===== config.mk =====
export PLATFORM = sky130hd
export DESIGN_NAME = hyper_phy
export DESIGN_NICKNAME = d
export VERILOG_FILES = /design/src/hw/hyper_bus_pkg.sv /design/src/hw/hyper_host_pkg.sv /design/src/hw/hyper_cmd_addr.sv /design/src/hw/hyper_sequencer.sv /design/src/hw/hyper_read_path.sv /design/src/hw/hyper_phy.sv
export SDC_FILE = /design/constraint.sdc
export NUM_CORES = 1
export LEC_CHECK = 0
export BUFFER_PORTS_ARGS = -buffer_cell sky130_fd_sc_hd__buf_2
export CORE_ASPECT_RATIO = 1.4
export CORE_MARGIN = 2
export CORE_UTILIZATION = 49
export DETAILED_ROUTE_END_ITERATION = 12
export PLACE_DENSITY = 0.85
export SYNTH_ARGS = -nofsm -noshare
export SYNTH_HDL_FRONTEND = slang
export SYNTH_SLANG_ARGS = --single-unit

===== constraint.sdc =====
create_clock -name clk0 -period 2.1 [get_ports clk0]
set_input_delay 0.21 -clock clk0 [delete_from_list [all_inputs] [get_ports clk0]]
set_output_delay 0.21 -clock clk0 [all_outputs]
set_load 0.01 [all_outputs]

===== src/hw/hyper_bus_pkg.sv =====
package hyper_bus_pkg;

    localparam int BURST_WIDTH = 8;

    // one word per clk0 cycle, both bus edges folded into it
    typedef logic [15:0]            hyper_word_t;
    typedef logic [1:0]             hyper_mask_t;  // high bit masks that byte
    typedef logic [47:0]            hyper_ca_t;
    typedef logic [BURST_WIDTH-1:0] burst_len_t;   // words minus one
    typedef logic [3:0]             lat_cnt_t;

    localparam int CA_WORDS = 3;

    // read buffer sizing
    localparam int RD_BUF_DEPTH  = 4;
    localparam int RD_CREDIT_MIN = 2;  // one word in flight plus the one being clocked

    typedef enum logic [2:0] {
        IDLE,
        CMD_ADDR,
        LATENCY_X2,
        LATENCY,
        DATA_W,
        DATA_R,
        RECOVERY
    } seq_state_t;

endpackage


===== src/hw/hyper_host_pkg.sv =====
package hyper_host_pkg;

    // one host transaction
    typedef struct packed {
        logic [31:0]               address;        // word address
        logic                      write;
        hyper_bus_pkg::burst_len_t burst;
        logic                      burst_type;     // 1 = linear
        logic                      address_space;  // 0 = memory array
    } hyper_trans_t;

    // runtime timing, held static while busy
    typedef struct packed {
        hyper_bus_pkg::lat_cnt_t t_latency_access;
        logic                    en_latency_additional;
        hyper_bus_pkg::lat_cnt_t t_read_write_recovery;
    } hyper_cfg_t;

    typedef struct packed {
        hyper_bus_pkg::hyper_word_t data;
        hyper_bus_pkg::hyper_mask_t mask;
    } hyper_wdata_t;

    typedef struct packed {
        hyper_bus_pkg::hyper_word_t data;
        logic                       last;  // final word of the burst
    } hyper_rdata_t;

endpackage


===== src/hw/hyper_cmd_addr.sv =====
`timescale 1ns/1ns

module hyper_cmd_addr (
    input  logic                         clk0,
    input  logic                         rst_ni,
    input  hyper_host_pkg::hyper_trans_t trans_i,
    input  logic                         load_i,
    input  logic                         advance_i,
    output hyper_host_pkg::hyper_trans_t trans_o,
    output hyper_bus_pkg::hyper_word_t   ca_word_o
);
    import hyper_bus_pkg::*;

    hyper_ca_t  ca;
    logic [1:0] word_idx_q;  // CA_WORDS means nothing left to send

    always_ff @(posedge clk0) begin
        if (load_i) begin
            trans_o <= trans_i;
        end
    end

    // r/w, space, burst type, upper address, reserved, low address bits
    assign ca = {~trans_o.write, trans_o.address_space, trans_o.burst_type,
                 trans_o.address[31:3], 13'd0, trans_o.address[2:0]};

    always_ff @(posedge clk0 or negedge rst_ni) begin
        if (!rst_ni) begin
            word_idx_q <= 2'(CA_WORDS);
        end else if (load_i) begin
            word_idx_q <= '0;
        end else if (advance_i) begin
            word_idx_q <= word_idx_q + 1'b1;
        end
    end

    always_comb begin
        case (word_idx_q)
            2'd0:    ca_word_o = ca[47:32];
            2'd1:    ca_word_o = ca[31:16];
            2'd2:    ca_word_o = ca[15:0];
            default: ca_word_o = '0;  // bus quiet between commands
        endcase
    end

    // sequencer must not step past the last command/address word
    a_ca_advance_bound : assert property (@(posedge clk0) disable iff (!rst_ni)
        advance_i |-> word_idx_q < 2'(CA_WORDS))
        else $error("command/address advanced more than CA_WORDS times");

endmodule


===== src/hw/hyper_sequencer.sv =====
`timescale 1ns/1ns

module hyper_sequencer (
    input  logic                         clk0,
    input  logic                         rst_ni,
    input  hyper_host_pkg::hyper_cfg_t   cfg_i,
    input  logic                         trans_valid_i,
    output logic                         trans_ready_o,
    input  hyper_host_pkg::hyper_trans_t trans_i,
    input  logic                         tx_valid_i,
    output logic                         tx_ready_o,
    output logic                         b_valid_o,
    output logic                         ca_load_o,
    output logic                         ca_advance_o,
    input  logic                         rwds_i,
    input  logic [2:0]                   rd_credits_i,
    output logic                         rd_capture_en_o,
    output logic                         rd_last_tag_o,
    output logic                         cs_no,
    output logic                         ck_en_o,
    output logic                         dq_oe_o,
    output logic                         rwds_oe_o,
    output logic                         write_mode_o
);
    import hyper_bus_pkg::*;

    seq_state_t state_q;
    seq_state_t state_d;
    lat_cnt_t   lat_cnt_q;
    lat_cnt_t   lat_cnt_d;
    burst_len_t burst_cnt_q;
    burst_len_t burst_cnt_d;
    logic       rwds_hi_q;  // memory asked for extra latency
    logic       rd_req;

    always_comb begin
        state_d       = state_q;
        lat_cnt_d     = lat_cnt_q;
        burst_cnt_d   = burst_cnt_q;
        trans_ready_o = 1'b0;
        tx_ready_o    = 1'b0;
        b_valid_o     = 1'b0;
        ca_load_o     = 1'b0;
        ca_advance_o  = 1'b0;
        ck_en_o       = 1'b0;
        rd_req        = 1'b0;

        case (state_q)
            IDLE: begin
                if (trans_valid_i) begin
                    trans_ready_o = 1'b1;
                    ca_load_o     = 1'b1;
                    lat_cnt_d     = lat_cnt_t'(CA_WORDS - 1);
                    state_d       = CMD_ADDR;
                end
            end
            CMD_ADDR: begin
                ck_en_o      = 1'b1;
                ca_advance_o = 1'b1;
                lat_cnt_d    = lat_cnt_q - 1'b1;
                if (lat_cnt_q == '0) begin
                    lat_cnt_d = cfg_i.t_latency_access - 1'b1;
                    state_d   = (rwds_hi_q || cfg_i.en_latency_additional) ? LATENCY_X2
                                                                           : LATENCY;
                end
            end
            LATENCY_X2: begin
                ck_en_o   = 1'b1;
                lat_cnt_d = lat_cnt_q - 1'b1;
                if (lat_cnt_q == '0) begin
                    lat_cnt_d = cfg_i.t_latency_access - 1'b1;
                    state_d   = LATENCY;
                end
            end
            LATENCY: begin
                ck_en_o   = 1'b1;
                lat_cnt_d = lat_cnt_q - 1'b1;
                if (lat_cnt_q == '0) begin
                    burst_cnt_d = trans_i.burst;
                    state_d     = trans_i.write ? DATA_W : DATA_R;
                end
            end
            DATA_W: begin
                tx_ready_o = 1'b1;
                ck_en_o    = tx_valid_i;  // no beat, no clock
                if (tx_valid_i) begin
                    burst_cnt_d = burst_cnt_q - 1'b1;
                    if (burst_cnt_q == '0) begin
                        b_valid_o = 1'b1;
                        lat_cnt_d = cfg_i.t_read_write_recovery - 1'b1;
                        state_d   = RECOVERY;
                    end
                end
            end
            DATA_R: begin
                // only clock a word the buffer can still take
                if (rd_credits_i >= 3'(RD_CREDIT_MIN)) begin
                    ck_en_o     = 1'b1;
                    rd_req      = 1'b1;
                    burst_cnt_d = burst_cnt_q - 1'b1;
                    if (burst_cnt_q == '0) begin
                        lat_cnt_d = cfg_i.t_read_write_recovery - 1'b1;
                        state_d   = RECOVERY;
                    end
                end
            end
            RECOVERY: begin
                lat_cnt_d = lat_cnt_q - 1'b1;
                if (lat_cnt_q == '0) begin
                    state_d = IDLE;
                end
            end
            default: state_d = IDLE;
        endcase
    end

    assign write_mode_o = (state_q == DATA_W);

    always_ff @(posedge clk0 or negedge rst_ni) begin
        if (!rst_ni) begin
            state_q         <= IDLE;
            lat_cnt_q       <= '0;
            burst_cnt_q     <= '0;
            rwds_hi_q       <= 1'b0;
            cs_no           <= 1'b1;
            dq_oe_o         <= 1'b0;
            rwds_oe_o       <= 1'b0;
            rd_capture_en_o <= 1'b0;
            rd_last_tag_o   <= 1'b0;
        end else begin
            state_q     <= state_d;
            lat_cnt_q   <= lat_cnt_d;
            burst_cnt_q <= burst_cnt_d;
            // rwds is valid on the second command/address word
            if (state_q == CMD_ADDR && lat_cnt_q == lat_cnt_t'(CA_WORDS - 2)) begin
                rwds_hi_q <= rwds_i;
            end
            cs_no     <= (state_d == IDLE) || (state_d == RECOVERY);
            dq_oe_o   <= (state_d == CMD_ADDR) || (state_d == DATA_W);
            rwds_oe_o <= (state_d == DATA_W);
            // memory answers one cycle after each clocked request
            rd_capture_en_o <= rd_req;
            rd_last_tag_o   <= rd_req && (burst_cnt_q == '0);
        end
    end

    a_dq_oe_needs_cs : assert property (@(posedge clk0) disable iff (!rst_ni)
        $rose(dq_oe_o) |-> !cs_no)
        else $error("dq driven while chip select inactive");

    // a clocked read word still finds a free entry when it comes back
    a_rd_clk_credits : assert property (@(posedge clk0) disable iff (!rst_ni)
        (state_q == DATA_R) && ck_en_o |=> rd_credits_i != '0)
        else $error("read word returned with no free buffer entry");

endmodule


===== src/hw/hyper_read_path.sv =====
`timescale 1ns/1ns

module hyper_read_path (
    input  logic                         clk0,
    input  logic                         rst_ni,
    input  logic                         capture_en_i,
    input  logic                         last_tag_i,
    input  logic                         hyper_rwds_i,
    input  hyper_bus_pkg::hyper_word_t   hyper_dq_i,
    output hyper_host_pkg::hyper_rdata_t rx_o,
    output logic                         rx_valid_o,
    input  logic                         rx_ready_i,
    output logic [2:0]                   credits_o
);
    import hyper_bus_pkg::*;
    import hyper_host_pkg::*;

    hyper_rdata_t                    rd_buf [RD_BUF_DEPTH];
    logic [$clog2(RD_BUF_DEPTH)-1:0] wr_ptr_q;
    logic [$clog2(RD_BUF_DEPTH)-1:0] rd_ptr_q;
    logic [2:0]                      count_q;
    logic                            push;
    logic                            pop;

    assign push       = capture_en_i && hyper_rwds_i;  // rwds marks a valid word
    assign pop        = rx_valid_o && rx_ready_i;
    assign rx_valid_o = (count_q != '0);
    assign rx_o       = rd_buf[rd_ptr_q];
    assign credits_o  = 3'(RD_BUF_DEPTH) - count_q;

    always_ff @(posedge clk0) begin
        if (push) begin
            rd_buf[wr_ptr_q].data <= hyper_dq_i;
            rd_buf[wr_ptr_q].last <= last_tag_i;
        end
    end

    always_ff @(posedge clk0 or negedge rst_ni) begin
        if (!rst_ni) begin
            wr_ptr_q <= '0;
            rd_ptr_q <= '0;
            count_q  <= '0;
        end else begin
            if (push) begin
                wr_ptr_q <= wr_ptr_q + 1'b1;  // wraps at depth
            end
            if (pop) begin
                rd_ptr_q <= rd_ptr_q + 1'b1;
            end
            case ({push, pop})
                2'b10:   count_q <= count_q + 1'b1;
                2'b01:   count_q <= count_q - 1'b1;
                default: count_q <= count_q;
            endcase
        end
    end

    // credit gating upstream has to keep this from ever overflowing
    a_no_push_full : assert property (@(posedge clk0) disable iff (!rst_ni)
        push |-> count_q < 3'(RD_BUF_DEPTH))
        else $error("read buffer written while full");

endmodule


===== src/hw/hyper_phy.sv =====
`timescale 1ns/1ns

module hyper_phy (
    input  logic                         clk0,
    input  logic                         rst_ni,
    input  hyper_host_pkg::hyper_cfg_t   cfg_i,
    input  hyper_host_pkg::hyper_trans_t trans_i,
    input  logic                         trans_valid_i,
    output logic                         trans_ready_o,
    input  hyper_host_pkg::hyper_wdata_t tx_i,
    input  logic                         tx_valid_i,
    output logic                         tx_ready_o,
    output hyper_host_pkg::hyper_rdata_t rx_o,
    output logic                         rx_valid_o,
    input  logic                         rx_ready_i,
    output logic                         b_valid_o,
    output logic                         hyper_cs_no,
    output logic                         hyper_ck_en_o,   // qualifies the board clock
    output hyper_bus_pkg::hyper_word_t   hyper_dq_o,
    output logic                         hyper_dq_oe_o,
    output hyper_bus_pkg::hyper_mask_t   hyper_rwds_o,    // one bit per byte
    output logic                         hyper_rwds_oe_o,
    input  hyper_bus_pkg::hyper_word_t   hyper_dq_i,
    input  logic                         hyper_rwds_i,
    output logic                         hyper_reset_no
);
    import hyper_bus_pkg::*;
    import hyper_host_pkg::*;

    hyper_trans_t trans_q;
    hyper_word_t  ca_word;
    logic         ca_load;
    logic         ca_advance;
    logic         write_mode;
    logic         rd_capture_en;
    logic         rd_last_tag;
    logic [2:0]   rd_credits;

    assign hyper_reset_no = rst_ni;

    // write data replaces the command/address word once the burst starts
    assign hyper_dq_o   = write_mode ? tx_i.data : ca_word;
    assign hyper_rwds_o = write_mode ? tx_i.mask : '0;

    hyper_cmd_addr u_cmd_addr (
        .clk0      (clk0),
        .rst_ni    (rst_ni),
        .trans_i   (trans_i),
        .load_i    (ca_load),
        .advance_i (ca_advance),
        .trans_o   (trans_q),
        .ca_word_o (ca_word)
    );

    hyper_sequencer u_sequencer (
        .clk0            (clk0),
        .rst_ni          (rst_ni),
        .cfg_i           (cfg_i),
        .trans_valid_i   (trans_valid_i),
        .trans_ready_o   (trans_ready_o),
        .trans_i         (trans_q),
        .tx_valid_i      (tx_valid_i),
        .tx_ready_o      (tx_ready_o),
        .b_valid_o       (b_valid_o),
        .ca_load_o       (ca_load),
        .ca_advance_o    (ca_advance),
        .rwds_i          (hyper_rwds_i),
        .rd_credits_i    (rd_credits),
        .rd_capture_en_o (rd_capture_en),
        .rd_last_tag_o   (rd_last_tag),
        .cs_no           (hyper_cs_no),
        .ck_en_o         (hyper_ck_en_o),
        .dq_oe_o         (hyper_dq_oe_o),
        .rwds_oe_o       (hyper_rwds_oe_o),
        .write_mode_o    (write_mode)
    );

    hyper_read_path u_read_path (
        .clk0         (clk0),
        .rst_ni       (rst_ni),
        .capture_en_i (rd_capture_en),
        .last_tag_i   (rd_last_tag),
        .hyper_rwds_i (hyper_rwds_i),
        .hyper_dq_i   (hyper_dq_i),
        .rx_o         (rx_o),
        .rx_valid_o   (rx_valid_o),
        .rx_ready_i   (rx_ready_i),
        .credits_o    (rd_credits)
    );

endmodule


==> results of run 1 <==
layout make-up:
| cell class | instances | area, sq um | share of cell area |
|---|---|---|---|
| Timing Repair Buffer | 232 | 1640 | 0.188 |
| Tap cell | 150 | 188 | 0.0216 |
| Inverter | 26 | 100 | 0.0115 |
| Clock inverter | 15 | 130 | 0.0149 |
| Clock buffer | 17 | 425 | 0.0489 |
| Multi-Input combinational cell | 238 | 2130 | 0.245 |
| Sequential cell | 141 | 4100 | 0.470 |
synthesized netlist by cell type (3+ instances only):
cell / instances / area, sq um
a31oi_1: 3 / 18.8
buf_2: 11 / 55.1
o31ai_1: 17 / 128
a22oi_1: 14 / 105
o21ai_0: 6 / 30.0
nor3_1: 13 / 65.1
xnor2_1: 9 / 78.8
and3_1: 5 / 31.3
o22ai_1: 3 / 18.8
a21oi_1: 16 / 80.1
mux4_2: 17 / 383
o211ai_1: 5 / 37.5
inv_1: 26 / 97.6
and2_1: 4 / 25.0
nand2b_1: 3 / 18.8
ha_1: 17 / 213
edfxtp_1: 111 / 3330
nor2_1: 14 / 52.6
dfrtp_1: 27 / 676
nand3_1: 4 / 20.0
a222oi_1: 3 / 30.0
nand2_1: 29 / 109
clkbuf_1: 11 / 41.3
dfstp_2: 3 / 78.8
xor2_1: 3 / 26.3
o22a_1: 6 / 52.6
worst paths after layout:
kind                                                        start                                    to  cells after the start
setup / recovery           u_sequencer.burst_cnt_q[1]$_DFFE_PN0P_                             b_valid_o                      6
hold / removal                                     hyper_dq_i[12]   u_read_path.rd_buf[0][13]$_DFFE_PP_                      1
setup reg to reg           u_sequencer.burst_cnt_q[1]$_DFFE_PN0P_  u_sequencer.lat_cnt_q[0]$_DFFE_PN0P_                      7
hold reg to reg               u_read_path.rd_ptr_q[1]$_DFFE_PN0P_   u_read_path.rd_ptr_q[1]$_DFFE_PN0P_                      1
max in group asynchronous                                  rst_ni  u_cmd_addr.word_idx_q[0]$_DFFE_PN1P_                      3
min in group asynchronous                                  rst_ni    u_read_path.count_q[2]$_DFFE_PN0P_                      3
cells by family after synthesis:
kind of cell | synth area share
DFF | 0.652
and+or+nand+nor | 0.0872
AOI/OAI and AO/OA | 0.103
buffers and inverters | 0.0345
muxes | 0.0696
adders and majority gates | 0.0371
xor gates and xnor gates | 0.0168
power breakdown:
part / internal, mW / switching (mW) / total (mW)
Clock: 1.55 / 1.25 / 2.80
Combinational: 2.26 / 2.30 / 4.57
Sequential: 3.47 / 0.339 / 3.81
metrics by stage:
stage	total power [mW]	util	setup TNS, ns
floorplan	6.30	-	0
global placement	7.39	0.582	0
detailed placement	7.56	0.582	-0.470
CTS	10.8	0.685	-0.0526
global route	11.8	0.700	-0.682
finish	11.2	0.700	-0.0305
layer usage:
metal,vias up,global-route usage
met5,-,0
met4,0,0.0989
met3,41,0.0696
met2,240,0.417
met1,2267,0.247
li1,2112,-
worst max-delay path, delay by kind of cell (launching register included):
kind                     cells  cell delay (ns)
AND/OR/NAND/NOR              3             0.76
flip-flops                   1             0.40
buffers and inverters        2             0.19
adder cells (fa/ha/maj)      1             0.13
state kept, by name (all words and copies together), names as in the netlist:
name / cells
u_sequencer.rd_capture_en_o: 1
u_sequencer.lat_cnt_q: 4
u_read_path.wr_ptr_q: 2
u_sequencer.rd_last_tag_o: 1
u_cmd_addr.word_idx_q: 2
u_sequencer.rwds_oe_o: 1
u_sequencer.rwds_hi_q: 1
u_read_path.rd_buf: 68
u_sequencer.burst_cnt_q: 8
u_sequencer.dq_oe_o: 1
u_read_path.rd_ptr_q: 2
u_cmd_addr.trans_o: 43
u_read_path.count_q: 3
u_sequencer.cs_no: 1
u_sequencer.state_q: 3
cells in the final DEF (no fill, tap or decap), drive strengths merged, types with 6 or more instances in the layout:
cell	n
nand2	29
inv	34
o21ai	8
ha	17
dlygate4sd3	45
o31ai	17
edfxtp	111
dfrtp	27
a22oi	14
nor3	14
xnor2	9
o22a	6
clkbuf	18
a21oi	16
buf	185
nor2	15
mux4	17
what timing repair did:
item / 4_1_cts / 5_1_grt
hold endpoints to repair: 74 / 0
buffers inserted: 14 / 8
pin swaps: 10 / 17
hold buffers: 45 / 0
endpoints found under the setup margin: 32 / 45
resized for setup: 27 / 27
gates cloned: 2 / 1
==> results.md, run 1 <==
- Metal-1 WL: between 5 and 6 mm
- Filler cells: between 700 and 800
- Unique masters post-synth: 65
- First-pass GRT wire length: about 24 mm
- Critical Path RT: between 1.5 and 2 ns
- Final setup skew: between 0.01 and 0.015 ns
- DP Wirelength: 9.24 mm
- Design area: 0.00871 sq mm
- Detailed Route Iter0 Violations: 312
- Main synth FF type: edfxtp_1
- Period utilization: 1.01
- Max-slew headroom: 0.733
- Synthesized instance count: between 400 and 500
- Final ANT Viol Nets: 0
- WL met3: around 1.1 mm
- Full die area: ~0.014 sq mm
- Pwr dens: between 1000 and 1500 mW/mm^2
- Total gr overflow: 0
- CTS root buffer: clkbuf_16
- Slack of the worst reg-to-reg path: ~0.050 ns
- DRT Pass-1 Iters: 5
- Sequential fraction of the synthesis area: 0.652
- Top Layer Used: met4
- Max FO, Critical Path: 3
- Count of final setup violators: 3
- Placer congestion estimate: ~0.85
- CP startpoint kind: register
- Post-synth ARST share: 0.213
- Wire length per cell: 19.1 um
- Pin count of the biggest net entering global routing: 31
- Share of cells above drive strength 1: 0.432
- Post-synth net total: 540
- CORE AREA: between 0.01 and 0.015 sq mm
- Clock buffer depth: 2
- Final non-filler cell total: a little over 800
- I/O Pins: 136
- Worst VDD drop: about 0.81 mV
- Status: finished, violations left
- Initial Utilization: 0.504
- Gr usage total: 0.230
- DRT Wirelength: approximately 16 mm
- Kind of critical path: reg2out
- Syn_area_per_cell: 14.6 sq um
- TritonCTS buffer count: 17
- Die X: between 90 and 100 um
- Antenna violations before repair: 0
- Yosys warnings: 0
- Port bufs: between 100 and 150
- Reg clk slew, reported paths: 0.07 ns
- Mapped Area: between 0.006 and 0.007 sq mm
- Worst path cell trace: inv_2 > ha_4 > or3b_4 > nor2b_4 > and3_4 > buf_6
- Max Slew Vio Count: 0
- Die height: 138 um
- Vias per cell: between 5 and 6
- Synth Register Bits: roughly 140
- Antenna Cells: 0
- Post-Place Cells: slightly above 700
- Routed via count: approximately 4.7k
- CTS sink cnt: between 100 and 150
- Crit path arrival time: roughly 1.9 ns
- RSZ-0062 raised after global routing: true
- Hold Crit Class: in2reg
- Routed wl met2: between 8 and 9 mm
- Worst Setup Slack, final: -0.0164 ns
- Post-synth EDFFs: between 100 and 150
- Post-Place Worst Slack: -0.140 ns
- Final Hold Slack: 0.0140 ns
- Site row count: 48
- H-tree levels: 4
- Syn-to-layout area delta: 38.9%
- Post-route DRC: 0
- Fmax: about 0.47 GHz
- # Max-Cap Violations: 0
- CTS tree: yes
- Later-pin clock latency in the skew report: between 0.4 and 0.5 ns
- P_leak: between 3 and 4 nW
- Failing checks: setup timing
- Minimum clock period: approximately 2.1 ns
- Critical Path Slowest Stage Cell: dfrtp_1
- Vias in the first global route: roughly 4.9k
- Worst setup EP type: primary output
- Least-Margin Pin Slew: ~0.4 ns
- Placed Area: 0.00724 sq mm
- Hold Fails Final Rpt: 0
- Final nets: 766
- Worst path max stage delay: around 0.4 ns
Power figures use the tool's default switching activity.
==> inputs of run 2 (changes only) <==
CORE_UTILIZATION = 51   (was 49)
CTS_BUF_LIST = sky130_fd_sc_hd__clkbuf_8   (was default)
HOLD_SLACK_MARGIN = 0.03   (was default)
PLACE_DENSITY = 0.88   (was 0.85)
==> run 2 against run 1 <==
Compared with the run above:
- the flow still finishes with violations (setup timing)
- clock power shrank 23%
- critical path type unchanged
- largest cell class unchanged
- global-route usage rose by 2.5 points
- critical path depth shrank 1
- maximum frequency is 11% lower
- hold slack better by 0.058 ns
- highest routed layer unchanged
==> results.md, run 2 (synthesized netlist as in run 1, its figures left out) <==
- Wire length per cell: 21.9 um (+15%)
- Max FO, Critical Path: 3 (unchanged)
- Clock power frac: 0.194 (-0.057)
- Antenna violations before repair: 1 (+1)
- Vias in the first global route: 5061 (+4.3%)
- Port bufs: 135 (unchanged)
- Syn-to-layout area delta: 40.0%
- Kind of critical path: reg2out
- Slack of the worst reg-to-reg path: -0.01 ns (-0.06 ns)
- First-pass GRT wire length: 25.8 mm (+8.2%)
- Worst reg2reg path depth: 9 (+2)
- Final setup skew: 0.0213 ns (+0.0112 ns)
- CP endpoint: hyper_dq_o[2]
- Fmax: 0.421 GHz (-11%)
- Crit path arrival time: 2.17 ns (+0.26 ns)
- Later-pin clock latency in the skew report: 0.46 ns (+0.04 ns)
- Worst VDD drop: 0.936 mV (+16%)
- Sequential Power Share: 0.350 (+0.009)
- Routed via count: 5053 (+8.4%)
- Post-Place Worst Slack: -0.177 ns (-0.0372 ns)
- Top flop regs: u_read_path.rd_buf x68, u_cmd_addr.trans_o x43, u_sequencer.burst_cnt_q x8
- Max Slew Vio Count: 0 (unchanged)
- Failing checks: setup timing
- Reg clk slew, reported paths: 0.08 ns (about the same)
- Hold Fails Final Rpt: 0 (unchanged)
- Net Switching: 4.21 mW (+8.1%)
- Reg2reg end: u_sequencer.lat_cnt_q[3]$_DFFE_PN0P_
- DRT Wirelength: 18.5 mm (+18%)
- Top reg by flops: u_read_path.rd_buf
- # Max-Cap Violations: 0 (unchanged)
- Sw frac: 0.379 (+0.0305)
- Max-slew headroom: 0.653 (-0.0792)
- Site row count: 47 (-2.1%)
- Placer congestion estimate: 0.874 (+2.4%)
- Most frequent cells in the layout: 133 x buf_2, 111 x edfxtp_1, 60 x dlygate4sd3_1, 58 x buf_4, 28 x nand2_1
- Pin count of the biggest net entering global routing: 36 (+16%)
- Filler cells: 670 (-13%)
- Period utilization: 1.13 (+0.124)
- Commonest non-fill, non-tap cell in the layout: buf_2
- Status: finished, violations left
- Hold Crit Class: in2reg
- CTS root buffer: clkbuf_8
- Share of cells above drive strength 1: 0.441 (+0.00910)
- Final nets: 793 (+3.5%)
- Worst path max stage delay: 0.60 ns (+0.20 ns)
- CORE AREA: 0.0119 sq mm (-4.0%)
- P_leak: 3.52 nW (+1.5%)
- RSZ-0062 raised after global routing: true
- Post-route DRC: 0 (unchanged)
- Worst setup startpoint: u_cmd_addr.word_idx_q[0]$_DFFE_PN1P_
- Full die area: 0.0132 sq mm (-3.8%)
- DRT Pass-1 Iters: 5 (unchanged)
- Gr usage total: 0.255 (+0.0254)
- Least-Margin Pin Slew: 0.520 ns (+0.119 ns)
- H-tree levels: 4 (unchanged)
- Initial Utilization: 0.525 (+0.0209)
- TritonCTS buffer count: 17 (unchanged)
- Final setup TNS: -0.930 ns (-0.899 ns)
- Total gr overflow: 0 (unchanged)
- Final ANT Viol Nets: 0 (unchanged)
- Critical Path Slowest Stage Cell: dfstp_2
- Die height: 135 um (-1.9%)
- Placed Area: 0.00722 sq mm (-0.29%)
- Design area: 0.00878 sq mm (+0.85%)
- Comb power frac: 0.456 (+0.047)
- Worst Setup Slack, final: -0.277 ns (-0.261 ns)
- Count of final setup violators: 16 (+13)
- Vias per cell: 5.99 (+5.2%)
- Pwr dens: 1270 mW/mm^2 (-1.4%)
- Number of flip-flops in the largest register: 68 (unchanged)
- Worst path cell trace: inv_4 > ha_4 > a222oi_1 > o31ai_1 > buf_2
- Internal power: 6.91 mW (-5.2%)
- Critical Path RT: 1.89 ns (about the same)
- Layout Utilization: 0.736 (+0.0352)
- DP Wirelength: 9.38 mm (+1.5%)
- Clock buffer depth: 2 (unchanged)
- Final Hold Slack: 0.0718 ns (+0.0578 ns)
- Detailed Route Iter0 Violations: 405 (+30%)
- I/O Pins: 136 (unchanged)
- Minimum clock period: 2.38 ns (+0.261 ns)
- CTS sink cnt: 141 (unchanged)
- CP startpoint kind: register
- Die X: 97.7 um (-1.9%)
- Worst flop-to-flop path startpoint: u_sequencer.lat_cnt_q[1]$_DFFE_PN0P_
- WHS Path Cells: 2 (+1)
- Worst setup EP type: primary output
- CTS tree: yes
-- run 2: cell type report --
| type | count | area [sq um] | share of cell area |
|---|---|---|---|
| antenna | 1 | 2.50 | 0.000285 |
| clock buffer | 17 | 234 | 0.0266 |
| clock inverter | 15 | 155 | 0.0177 |
| inverter | 26 | 100 | 0.0114 |
| multi-input combinational | 238 | 2190 | 0.249 |
| sequential | 141 | 4100 | 0.466 |
| tap | 147 | 184 | 0.0209 |
| timing repair buffer | 259 | 1820 | 0.208 |
-- run 2: power by group through the flow --
stage	combinational (mW)	sequential, mW	clock, mW
finish	5.06	3.89	2.16
global route	5.37	3.91	2.31
detailed placement	3.65	3.88	0
CTS	4.15	3.82	2.14
floorplan	2.61	3.69	0
global placement	3.47	3.83	0
-- run 2: metrics by stage --
stage / total power [mW] / cells
after floorplan: 6.30 / 430
after global placement: 7.30 / 711
after detailed placement: 7.53 / 711
after CTS: 10.1 / 816
after global routing: 11.6 / 844
final: 11.1 / 844
-- run 2: worst max-delay path: cells and delay by family, from the launching register on --
kind                       cells  cell delay, ns
AOI/OAI and AO/OA              2            0.71
adders and majority gates      1            0.17
buffers and inverters          2            0.25
DFF                            1            0.60
-- run 2: repair_timing --
action,CTS,global route
pin swaps,9,23
buffers inserted,13,26
setup endpoints to repair,34,42
endpoints found under the hold margin,134,0
gates resized for setup,31,29
hold buffers,60,0
cloned,0,1
-- run 2: how the worst min path moves through the flow --
stage | end | from | slack [ns]
floorplan | u_read_path.count_q[0]$_DFFE_PN0P_ | rst_ni | -0.09
global placement | u_sequencer.lat_cnt_q[0]$_DFFE_PN0P_ | rst_ni | 0.32
detailed placement | u_sequencer.burst_cnt_q[6]$_DFFE_PN0P_ | rst_ni | 0.33
CTS | u_sequencer.rwds_hi_q$_DFFE_PN0P_ | hyper_rwds_i | 0.04
global route | u_sequencer.rwds_hi_q$_DFFE_PN0P_ | hyper_rwds_i | 0.06
finish | u_sequencer.rwds_hi_q$_DFFE_PN0P_ | hyper_rwds_i | 0.07
-- run 2: routing by layer --
| layer | global-route usage | wire [um] | share of wire |
|---|---|---|---|
| met1 | 0.287 | 6410 | 0.35 |
| met2 | 0.457 | 9890 | 0.53 |
| met3 | 0.0583 | 1390 | 0.075 |
| met4 | 0.127 | 813 | 0.044 |
| met5 | 0 | 0 | 0 |
